## config.mk

```make
export PLATFORM = sky130hd
export DESIGN_NAME = raster_step_top
export DESIGN_NICKNAME = d
export VERILOG_FILES = /design/src/rtl/raster_pkg.sv /design/src/rtl/raster_ifs.sv /design/src/rtl/attr_stepper.sv /design/src/rtl/pixel_walker.sv /design/src/rtl/fragment_merge.sv /design/src/rtl/raster_step_top.sv
export VERILOG_INCLUDE_DIRS = /design/src /design/src/rtl
export SDC_FILE = /design/constraint.sdc
export NUM_CORES = 2
export LEC_CHECK = 0
export ABC_CLOCK_PERIOD_IN_PS = 9400
export BUFFER_PORTS_ARGS = -buffer_cell sky130_fd_sc_hd__buf_2
export CORE_ASPECT_RATIO = 0.9
export CORE_UTILIZATION = 40
export DETAILED_ROUTE_END_ITERATION = 8
export PLACE_DENSITY = 0.55
export SETUP_SLACK_MARGIN = 0.05
export SLEW_MARGIN = 30
export SYNTH_ARGS = -nofsm -noshare
export SYNTH_HDL_FRONTEND = slang
export SYNTH_SLANG_ARGS = --single-unit
```

## constraint.sdc

```tcl
create_clock -name aclk -period 9.4 [get_ports aclk]
set_input_delay 1.41 -clock aclk [delete_from_list [all_inputs] [get_ports aclk]]
set_output_delay 1.41 -clock aclk [all_outputs]
set_load 0.03 [all_outputs]
```

## src/rtl/raster_params.svh

```systemverilog
// Fixed widths for the rasterizer back end
// Attributes are 32 bit fixed point: tex S3.28, depth S1.30, color S7.24
// Coordinates are unsigned and never wrap; the walker flags an overrun

`ifndef RASTER_PARAMS_SVH
`define RASTER_PARAMS_SVH

// Attribute word, all plane registers share it
`define RR_ATTR_W       32

// Screen coordinate
`define RR_COORD_W      12

// Saturated outputs
`define RR_DEPTH_OUT_W  16
`define RR_COLOR_OUT_W  8

// tex_s, tex_t, depth_z, color_r
`define RR_NUM_ATTR     4

`endif

```

## src/rtl/raster_pkg.sv

```systemverilog
// Command and plane register encodings of the rasterizer back end
// Plane register addresses are start, inc_x, inc_y per attribute

`default_nettype none

package raster_pkg;

    // Walking commands from the rasterizer
    typedef enum logic [2:0] {
        RR_CMD_NOP   = 3'd0,
        RR_CMD_INIT  = 3'd1,
        RR_CMD_X_INC = 3'd2,
        RR_CMD_X_DEC = 3'd3,
        RR_CMD_Y_INC = 3'd4
    } rr_cmd_t;

    // Plane registers, three per attribute
    typedef enum logic [3:0] {
        PR_TEX_S_START   = 4'd0,
        PR_TEX_S_INC_X   = 4'd1,
        PR_TEX_S_INC_Y   = 4'd2,
        PR_TEX_T_START   = 4'd3,
        PR_TEX_T_INC_X   = 4'd4,
        PR_TEX_T_INC_Y   = 4'd5,
        PR_DEPTH_Z_START = 4'd6,
        PR_DEPTH_Z_INC_X = 4'd7,
        PR_DEPTH_Z_INC_Y = 4'd8,
        PR_COLOR_R_START = 4'd9,
        PR_COLOR_R_INC_X = 4'd10,
        PR_COLOR_R_INC_Y = 4'd11  // Addresses 12 to 15 are unused
    } plane_reg_t;

endpackage

`default_nettype wire

```

## src/rtl/raster_ifs.sv

```systemverilog
// Internal links from the stepper and the walker into the fragment merge
// step_valid is high for one enabled cycle per non-NOP command
// Payload is only meaningful while step_valid is high

`default_nettype none
`include "raster_params.svh"

////////////////////////////////////////////////////////////////////////////
// Current attribute values
////////////////////////////////////////////////////////////////////////////
interface attr_if;
    logic                  step_valid;
    logic [`RR_ATTR_W-1:0] tex_s;    // S3.28
    logic [`RR_ATTR_W-1:0] tex_t;    // S3.28
    logic [`RR_ATTR_W-1:0] depth_z;  // S1.30
    logic [`RR_ATTR_W-1:0] color_r;  // S7.24

    modport src (output step_valid, tex_s, tex_t, depth_z, color_r);
    modport dst (input  step_valid, tex_s, tex_t, depth_z, color_r);
endinterface

////////////////////////////////////////////////////////////////////////////
// Current pixel position
////////////////////////////////////////////////////////////////////////////
interface pos_if;
    logic                   step_valid;
    logic [`RR_COORD_W-1:0] x;
    logic [`RR_COORD_W-1:0] y;
    logic                   is_inside;  // Coverage of the pixel at x, y

    modport src (output step_valid, x, y, is_inside);
    modport dst (input  step_valid, x, y, is_inside);
endinterface

`default_nettype wire

```

## src/rtl/attr_stepper.sv

```systemverilog
// Steps the four attributes along the rasterizer walk, one ce-cycle latency
// Plane registers are written at any edge, ce is ignored for cfg writes
// A plane write lands before a later INIT only if it is issued first
// All sums wrap; range handling is left to the fragment merge

`default_nettype none
`include "raster_params.svh"

module attr_stepper
    import raster_pkg::*;
(
    input  logic                  aclk,
    input  logic                  rst,
    input  logic                  ce,
    input  logic                  cmd_valid,
    input  rr_cmd_t               cmd,
    input  logic                  cfg_we,
    input  plane_reg_t            cfg_addr,
    input  logic [`RR_ATTR_W-1:0] cfg_data,
    attr_if.src                   attr
);

    localparam int NUM_PLANE = 3 * `RR_NUM_ATTR;

    // Per attribute: start, inc_x, inc_y
    logic [`RR_ATTR_W-1:0] plane_q [NUM_PLANE];
    // Order tex_s, tex_t, depth_z, color_r
    logic [`RR_ATTR_W-1:0] curr_q [`RR_NUM_ATTR];
    logic                  step_valid_q;
    logic                  cmd_step;

    assign cmd_step = cmd_valid &&
                      (cmd inside {RR_CMD_INIT, RR_CMD_X_INC, RR_CMD_X_DEC, RR_CMD_Y_INC});

    ////////////////////////////////////////////////////////////////////////////
    // Plane equation registers
    ////////////////////////////////////////////////////////////////////////////
    always_ff @(posedge aclk)
    begin
        if (cfg_we)
        begin
            plane_q[cfg_addr] <= cfg_data;
        end
    end

    ////////////////////////////////////////////////////////////////////////////
    // Attribute stepping
    ////////////////////////////////////////////////////////////////////////////
    always_ff @(posedge aclk)
    begin
        if (rst)
        begin
            step_valid_q <= 1'b0;
            for (int i = 0; i < `RR_NUM_ATTR; i++)
            begin
                curr_q[i] <= '0;
            end
        end
        else if (ce)
        begin
            step_valid_q <= cmd_step;
            if (cmd_valid)
            begin
                for (int i = 0; i < `RR_NUM_ATTR; i++)
                begin
                    case (cmd)
                        RR_CMD_INIT:
                        begin
                            curr_q[i] <= plane_q[3 * i];
                        end
                        RR_CMD_X_INC:
                        begin
                            curr_q[i] <= curr_q[i] + plane_q[3 * i + 1];
                        end
                        RR_CMD_X_DEC:
                        begin
                            curr_q[i] <= curr_q[i] - plane_q[3 * i + 1];
                        end
                        RR_CMD_Y_INC:
                        begin
                            curr_q[i] <= curr_q[i] + plane_q[3 * i + 2];
                        end
                        default:
                        begin
                            curr_q[i] <= curr_q[i];  // NOP holds
                        end
                    endcase
                end
            end
        end
    end

    assign attr.step_valid = step_valid_q;
    assign attr.tex_s      = curr_q[0];
    assign attr.tex_t      = curr_q[1];
    assign attr.depth_z    = curr_q[2];
    assign attr.color_r    = curr_q[3];

    // Writes beyond the last plane register would be lost silently
    a_cfg_addr_range: assert property (
        @(posedge aclk) disable iff (rst)
        cfg_we |-> (int'(cfg_addr) < NUM_PLANE)
    );

endmodule

`default_nettype wire

```

## src/rtl/pixel_walker.sv

```systemverilog
// Tracks the pixel coordinate under the rasterizer commands, one ce-cycle
// cmd_x and cmd_y are sampled only with INIT
// The walk must stay on screen; no wrap at 0 or at the coordinate maximum

`default_nettype none
`include "raster_params.svh"

module pixel_walker
    import raster_pkg::*;
(
    input  logic                   aclk,
    input  logic                   rst,
    input  logic                   ce,
    input  logic                   cmd_valid,
    input  rr_cmd_t                cmd,
    input  logic                   cmd_inside,
    input  logic [`RR_COORD_W-1:0] cmd_x,
    input  logic [`RR_COORD_W-1:0] cmd_y,
    pos_if.src                     pos
);

    logic [`RR_COORD_W-1:0] x_q;
    logic [`RR_COORD_W-1:0] y_q;
    logic                   inside_q;
    logic                   step_valid_q;
    logic                   cmd_step;

    assign cmd_step = cmd_valid &&
                      (cmd inside {RR_CMD_INIT, RR_CMD_X_INC, RR_CMD_X_DEC, RR_CMD_Y_INC});

    always_ff @(posedge aclk)
    begin
        if (rst)
        begin
            x_q          <= '0;
            y_q          <= '0;
            inside_q     <= 1'b0;
            step_valid_q <= 1'b0;
        end
        else if (ce)
        begin
            step_valid_q <= cmd_step;
            if (cmd_step)
            begin
                inside_q <= cmd_inside;  // Travels with its coordinate
            end
            if (cmd_valid)
            begin
                case (cmd)
                    RR_CMD_INIT:
                    begin
                        x_q <= cmd_x;
                        y_q <= cmd_y;
                    end
                    RR_CMD_X_INC: x_q <= x_q + 1'b1;
                    RR_CMD_X_DEC: x_q <= x_q - 1'b1;
                    RR_CMD_Y_INC: y_q <= y_q + 1'b1;
                    default:      x_q <= x_q;
                endcase
            end
        end
    end

    assign pos.step_valid = step_valid_q;
    assign pos.x          = x_q;
    assign pos.y          = y_q;
    assign pos.is_inside  = inside_q;

    // Rasterizer must not walk off the screen edges
    a_no_x_underflow: assert property (
        @(posedge aclk) disable iff (rst)
        (ce && cmd_valid && cmd == RR_CMD_X_DEC) |-> (x_q != '0)
    );
    a_no_x_overflow: assert property (
        @(posedge aclk) disable iff (rst)
        (ce && cmd_valid && cmd == RR_CMD_X_INC) |-> (x_q != '1)
    );
    a_no_y_overflow: assert property (
        @(posedge aclk) disable iff (rst)
        (ce && cmd_valid && cmd == RR_CMD_Y_INC) |-> (y_q != '1)
    );

endmodule

`default_nettype wire

```

## src/rtl/fragment_merge.sv

```systemverilog
// Joins attribute and position steps into fragments, one ce-cycle latency
// Depth is clamped to [0, 1.0) of S1.30, color to [0, 1.0) of S7.24
// Fragment payload holds its last value while frag_valid is low

`default_nettype none
`include "raster_params.svh"

module fragment_merge
(
    input  logic                       aclk,
    input  logic                       rst,
    input  logic                       ce,
    attr_if.dst                        attr,
    pos_if.dst                         pos,
    output logic                       frag_valid,
    output logic [`RR_COORD_W-1:0]     frag_x,
    output logic [`RR_COORD_W-1:0]     frag_y,
    output logic [`RR_ATTR_W-1:0]      frag_tex_s,
    output logic [`RR_ATTR_W-1:0]      frag_tex_t,
    output logic [`RR_DEPTH_OUT_W-1:0] frag_depth,
    output logic [`RR_COLOR_OUT_W-1:0] frag_color_r
);

    // Position of the 1.0 bit in each format
    localparam int DEPTH_ONE = 30;  // S1.30
    localparam int COLOR_ONE = 24;  // S7.24

    logic hit;

    ////////////////////////////////////////////////////////////////////////////
    // Saturation
    ////////////////////////////////////////////////////////////////////////////
    function automatic logic [`RR_DEPTH_OUT_W-1:0] sat_depth(
        input logic [`RR_ATTR_W-1:0] z
    );
        if (z[`RR_ATTR_W-1])
            return '0;                                  // Negative
        if (z[DEPTH_ONE])
            return '1;                                  // 1.0 or more
        return z[DEPTH_ONE-1 -: `RR_DEPTH_OUT_W];
    endfunction

    function automatic logic [`RR_COLOR_OUT_W-1:0] sat_color(
        input logic [`RR_ATTR_W-1:0] c
    );
        if (c[`RR_ATTR_W-1])
            return '0;
        // Any integer bit set means 1.0 or more
        if (|c[`RR_ATTR_W-2:COLOR_ONE])
            return '1;
        return c[COLOR_ONE-1 -: `RR_COLOR_OUT_W];
    endfunction

    assign hit = attr.step_valid && pos.step_valid && pos.is_inside;

    always_ff @(posedge aclk)
    begin
        if (rst)
            frag_valid <= 1'b0;
        else if (ce)
            frag_valid <= hit;
    end

    always_ff @(posedge aclk)
    begin
        if (ce && hit)
        begin
            frag_x       <= pos.x;
            frag_y       <= pos.y;
            frag_tex_s   <= attr.tex_s;
            frag_tex_t   <= attr.tex_t;
            frag_depth   <= sat_depth(attr.depth_z);
            frag_color_r <= sat_color(attr.color_r);
        end
    end

    // Stepper and walker see the same command stream in lockstep
    a_steps_aligned: assert property (
        @(posedge aclk) disable iff (rst)
        ce |-> (attr.step_valid == pos.step_valid)
    );

endmodule

`default_nettype wire

```

## src/rtl/raster_step_top.sv

```systemverilog
// Rasterizer back end: command stream in, shaded fragments out
// Latency is 2 ce-cycles from an accepted command to its fragment
// ce low stalls the whole pipeline; there is no other flow control
// cmd and cfg_addr carry the raster_pkg encodings

`default_nettype none
`include "raster_params.svh"

module raster_step_top
    import raster_pkg::*;
(
    input  logic                         aclk,
    input  logic                         rst,
    input  logic                         ce,
    // Rasterizer command stream
    input  logic                         cmd_valid,
    input  logic [$bits(rr_cmd_t)-1:0]   cmd,
    input  logic                         cmd_inside,
    input  logic [`RR_COORD_W-1:0]       cmd_x,
    input  logic [`RR_COORD_W-1:0]       cmd_y,
    // Plane register writes
    input  logic                         cfg_we,
    input  logic [$bits(plane_reg_t)-1:0] cfg_addr,
    input  logic [`RR_ATTR_W-1:0]        cfg_data,
    // Fragments
    output logic                         frag_valid,
    output logic [`RR_COORD_W-1:0]       frag_x,
    output logic [`RR_COORD_W-1:0]       frag_y,
    output logic [`RR_ATTR_W-1:0]        frag_tex_s,
    output logic [`RR_ATTR_W-1:0]        frag_tex_t,
    output logic [`RR_DEPTH_OUT_W-1:0]   frag_depth,
    output logic [`RR_COLOR_OUT_W-1:0]   frag_color_r
);

    attr_if u_attr_if ();
    pos_if  u_pos_if ();

    attr_stepper u_attr_stepper (
        .aclk      (aclk),
        .rst       (rst),
        .ce        (ce),
        .cmd_valid (cmd_valid),
        .cmd       (rr_cmd_t'(cmd)),
        .cfg_we    (cfg_we),
        .cfg_addr  (plane_reg_t'(cfg_addr)),
        .cfg_data  (cfg_data),
        .attr      (u_attr_if.src)
    );

    pixel_walker u_pixel_walker (
        .aclk       (aclk),
        .rst        (rst),
        .ce         (ce),
        .cmd_valid  (cmd_valid),
        .cmd        (rr_cmd_t'(cmd)),
        .cmd_inside (cmd_inside),
        .cmd_x      (cmd_x),
        .cmd_y      (cmd_y),
        .pos        (u_pos_if.src)
    );

    fragment_merge u_fragment_merge (
        .aclk         (aclk),
        .rst          (rst),
        .ce           (ce),
        .attr         (u_attr_if.dst),
        .pos          (u_pos_if.dst),
        .frag_valid   (frag_valid),
        .frag_x       (frag_x),
        .frag_y       (frag_y),
        .frag_tex_s   (frag_tex_s),
        .frag_tex_t   (frag_tex_t),
        .frag_depth   (frag_depth),
        .frag_color_r (frag_color_r)
    );

endmodule

`default_nettype wire

```

# ---- Word level (Yosys, flattened, before mapping)
# Memory sizes are Yosys's and may differ from the RTL's.
# Index checks and enable logic that the tools add are counted.
# W data, S select, Z words.
dict set report word_totals {
  ff_bits 139
  latch_bits 0
  ram_bits 512
  mem_bits_ro 0
  inputBits 69
  output_inout_bits 113
  memories 2
}
dict set report op_classes {
  n_addsub 15
  n_mul 0
  div_mod_pow 0
  order_cmp 0
  n_eq_ne 4
  shifts 0
  mux 69
  bitwise 20
  n_reduce_logical 11
}
# memory words width read_ports rd_ports_with_merged_regs wr line_no
set mem_list {}
lappend mem_list {u_attr_stepper.plane_q 12 32 12 0 1 attr_stepper.sv:26} ;# logic [`RR_ATTR_W-1:0] plane_q [NUM_PLANE];
lappend mem_list {u_attr_stepper.curr_q 4 32 4 0 4 attr_stepper.sv:28} ;# logic [`RR_ATTR_W-1:0] curr_q [`RR_NUM_ATTR];
# operator n
set op_table {}
lappend op_table {{$mux W32} 20}
lappend op_table {{$add A32 B32 Y32} 8}
lappend op_table {{$sub A32 B32 Y32} 4}
lappend op_table {{$mux W16} 4}
lappend op_table {{$mux W1} 39}
lappend op_table {{$pmux W12 S3} 1}
lappend op_table {{$mux W8} 4}
lappend op_table {{$add A12 B1 Y12 const B} 2}
lappend op_table {{$pmux W12 S2} 1}
lappend op_table {{$or A1 B1 Y1} 20}
lappend op_table {{$sub A12 B1 Y12 const B} 1}
lappend op_table {{$reduce_or A7 Y1} 1}
lappend op_table {{$eq A3 B2 Y1 const B} 2}
lappend op_table {{$reduce_and A3 Y1} 2}
lappend op_table {{$reduce_bool A4 Y1} 1}
lappend op_table {{$reduce_or A4 Y1} 1}
lappend op_table {{$eq A3 B1 Y1 const B} 1}
lappend op_table {{$eq A3 B3 Y1 const B} 1}
lappend op_table {{$logic_and A1 B1 Y1} 3}
lappend op_table {{$reduce_bool A3 Y1} 1}
lappend op_table {{$reduce_and A2 Y1} 1}
lappend op_table {{$reduce_bool A2 Y1} 1}

# ---- Logic depth before layout (Yosys ltp)
dict set report logic_depth {
  word_depth 11
  mapped_depth 17
}

# ---- By module
# From an unflattened synthesis, not the netlist that was laid out.
dict set report unflattened {
  hier_cells 4244
  area_unflattened_um2 42583.3
}
# mod instances cells_each area_per_inst_um2 seq_area_each_um2
set by_module_without_submodules {}
lappend by_module_without_submodules {attr_stepper 1 3814 37006.7 15394.8}
lappend by_module_without_submodules {fragment_merge 1 172 3661.0 3383.2}
lappend by_module_without_submodules {pixel_walker 1 258 1915.6 520.5}

# ---- Worst setup path after synthesis
# No wires, ideal clock.
dict set report synth_path {
  kind {input -> register}
  startpoint {input port cmd_valid}
  endpoint {memory u_attr_stepper.curr_q[0][0] (netlist name), enable pin}
  arrival_time_ps 4626
  required_ps 8941
  setup_slack_ps 4315
  cell_stages 5
  path_cell_list {nand2_1 > or2_2 > clkbuf_1 > nor4_1 > or4_1}
}
# element line_no
set synth_rtl {}
lappend synth_rtl {{from (decl)} raster_step_top.sv:16} ;# input logic cmd_valid,
lappend synth_rtl {{to (decl)} attr_stepper.sv:28}

==> metrics.yaml <==
path_common_cell: "buf_4"
async_reset_ff_share_pct: 0
die_w_um: 345.9
ys_warn_count: 0
slowest_stage: "buf_6"
cts_setup_buffers: 0
antenna_cells: 0
cts-resized-gates: 0
clock-sinks: 651
cts_max_level: 3
worst_slew_pin_slew_ns: 0.9418
synth_top_area_share_pct: 44.00
worstPathArrival_ns: 4.74
n_fill_cell: 10080
setup-tns-final_ns: 0
endpoint_kind: "flop"
grt_pass1_vias: 32960
slew_headroom_pct: 35.59
pin_count: 182
status: "completed"
synth.top_cells.by_area: "edfxtp_1 (44%), ha_1 (11%), a21oi_1 (4.7%), xnor2_1 (3.5%), nor2_1 (3.1%)"
wl_per_cell_um: 22.18
post_drt_via_cell_ratio: 5.790
cp-start-kind: "input pin"
drc: 0
tritoncts: "yes"
dp.cells: 5661
rsz0062_at_grt: "no"
fin_crit_sh_pct: 47.59
clock_latency_ns: 0.65
ys_ff_latch: 651
worstSetupPathType: "in -> reg"
antenna_found_initial: 3
dieArea_sq_um: 107800
drt_iter0_markers: 2548
drtPass1Iterations: 6
required_ns: 9.66
drive_above_1_share_pct: 9.198
fmax_ghz: 0.2236
regArea_sq_um: 19280
layout.cells.non_filler: 5794
start_util_pct: 40.37
synth.distinct_cells: 90
syn_nets: 4719
min_period_ns: 4.473
synth_top_cell_by_area: "edfxtp_1"
ir_worst_vdd_v: 0.0001270
drt-total-wl_mm: 128.5
rrSetupSlack_ns: 5.14
numCtsBuffers: 77
gp_congestion: 0.9102
slew_viol_final: 0
setup_viol: 0
ys_seq_area_share_pct: 45.27
path_max_fanout: 64
postSynthAreaPerCell_sq_um: 10.01
final_nets: 4826
clk_pin_slew_worst_paths_ns: 0.06
coreArea_sq_um: 105500
ys_top_cells_by_count: "edfxtp_1 (624), a21oi_1 (399), ha_1 (383)"
grt_start_max_net_pins: 76
clock_skew_ns: 0.02749
grt_pass1_wl_mm: 194.0
hold_viol: 0
dp.final_hpwl_mm: 91.98
root_buffer: "clkbuf_16"
holdWs_ns: 0.4661
synth_area_sq_um: 42580
multi_input_area_sq_um: 21630
final_antenna_net_count: 0
p_leak_nw: 18.73
fp-row-count: 113
synthCells: 4254
grtUsageTotal_pct: 23.24
num_vias: 33550
p_per_area_nw_per_um2: 158.1
clockBufferDepth: 3
io_buffers: 181
areaGrowthSynthToFinish_pct: 11.28
die_y_um: 311.5
overflow: 0
ys.flop_type: "edfxtp_1"
hold_class: "reg -> reg"
ctsHoldBuffers: 0
drv_cap: 0
cpPeakStageDelay_ns: 0.65
synth_edf_count: 624
synth_most_common_cell: "edfxtp_1"
worstPathCellList: "buf_2, or2_2, buf_4, nor4_2, buf_4, or4_4, buf_6"
-- worst max-delay path: cells and delay by family --
family / cells / cell delay, ns
AND/OR/NAND/NOR: 3 / 1.35
buffers and inverters: 4 / 1.84
-- metrics by stage --
step	utilization, %	cell area (sq um)	setup WS [ns]	total power [mW]
global placement	42.59	44920	4.046	4.604
floorplan	-	42580	4.315	4.231
detailed placement	42.65	44980	4.028	4.602
global route	44.93	47390	4.745	7.775
finish	44.93	47390	4.927	7.490
CTS	44.90	47350	4.710	7.548
-- logic make-up after synthesis --
| group | after synthesis | synth area share, % |
|---|---|---|
| adder cells (fa/ha/maj) | 396 | 11.86 |
| XOR/XNOR | 246 | 5.060 |
| buffers and inverters | 482 | 4.319 |
| multiplexers | 31 | 0.7346 |
| AO/OA/AOI/OAI | 1397 | 21.10 |
| AND/OR/NAND/NOR | 1051 | 11.65 |
| flip-flops | 651 | 45.27 |
-- sequential cells by signal, indices dropped and copies added (netlist names) --
signal / cells
u_attr_stepper.attr.step_valid: 1
u_attr_stepper.curr_q: 128
u_attr_stepper.plane_q: 384
u_fragment_merge.frag_color_r: 8
u_fragment_merge.frag_depth: 16
u_fragment_merge.frag_tex_s: 32
u_fragment_merge.frag_tex_t: 32
u_fragment_merge.frag_valid: 1
u_fragment_merge.frag_x: 12
u_fragment_merge.frag_y: 12
u_pixel_walker.pos.is_inside: 1
u_pixel_walker.pos.x: 12
u_pixel_walker.pos.y: 12
-- worst paths after layout --
check / cells after the start / end / start
max: 7 / u_attr_stepper.curr_q[0][20] / rst
min: 2 / u_attr_stepper.attr.step_valid / u_attr_stepper.attr.step_valid
max reg2reg: 12 / u_attr_stepper.curr_q[0][30] / u_attr_stepper.curr_q[0][9]
min reg2reg: 2 / u_attr_stepper.attr.step_valid / u_attr_stepper.attr.step_valid
-- layout by cell type, fill, tap and decap left out, types with 27 or more instances in the layout --
master     count
a211oi_1      87
a21o_1       128
a21oi_1      399
a22oi_1       38
a31oi_1       45
and3_1        27
buf_2        180
buf_4         40
clkbuf_16     81
dfxtp_1       27
edfxtp_1     624
ha_1         383
inv_1        272
mux2i_1       29
nand2_1      237
nand2b_1      61
nand3_1       69
nand4_1       30
nor2_1       340
nor2b_1       54
nor3_1        85
nor4_1        28
o211ai_1      35
o21a_1        41
o21ai_0      238
o21ai_1       54
o21bai_1      70
o31ai_1       37
or3_1         33
xnor2_1      170
xor2_1        76
-- layer usage --
metal,routed length [um],vias to the layer above,GRT usage (%)
met4,3011,2,6.101
met3,6852,188,2.776
met1,60640,16320,33.04
met5,11,-,0
met2,58010,1014,37.38
li1,-,16020,-
-- cell type report --
class,instances,share of cell area [%]
Timing Repair Buffer,225,2.757
Clock inverter,37,0.6232
Tap cell,1380,3.644
Sequential cell,651,40.68
Multi-Input combinational cell,3121,45.64
Clock buffer,95,4.388
Inverter,285,2.260
-- power by group --
group	internal [mW]	switching [mW]	total, mW
Sequential	3.26	0.0832	3.35
Combinational	0.452	0.769	1.22
Clock	1.67	1.25	2.92
Total	5.39	2.10	7.49
Note: power is estimated with default switching activity, not from simulation.
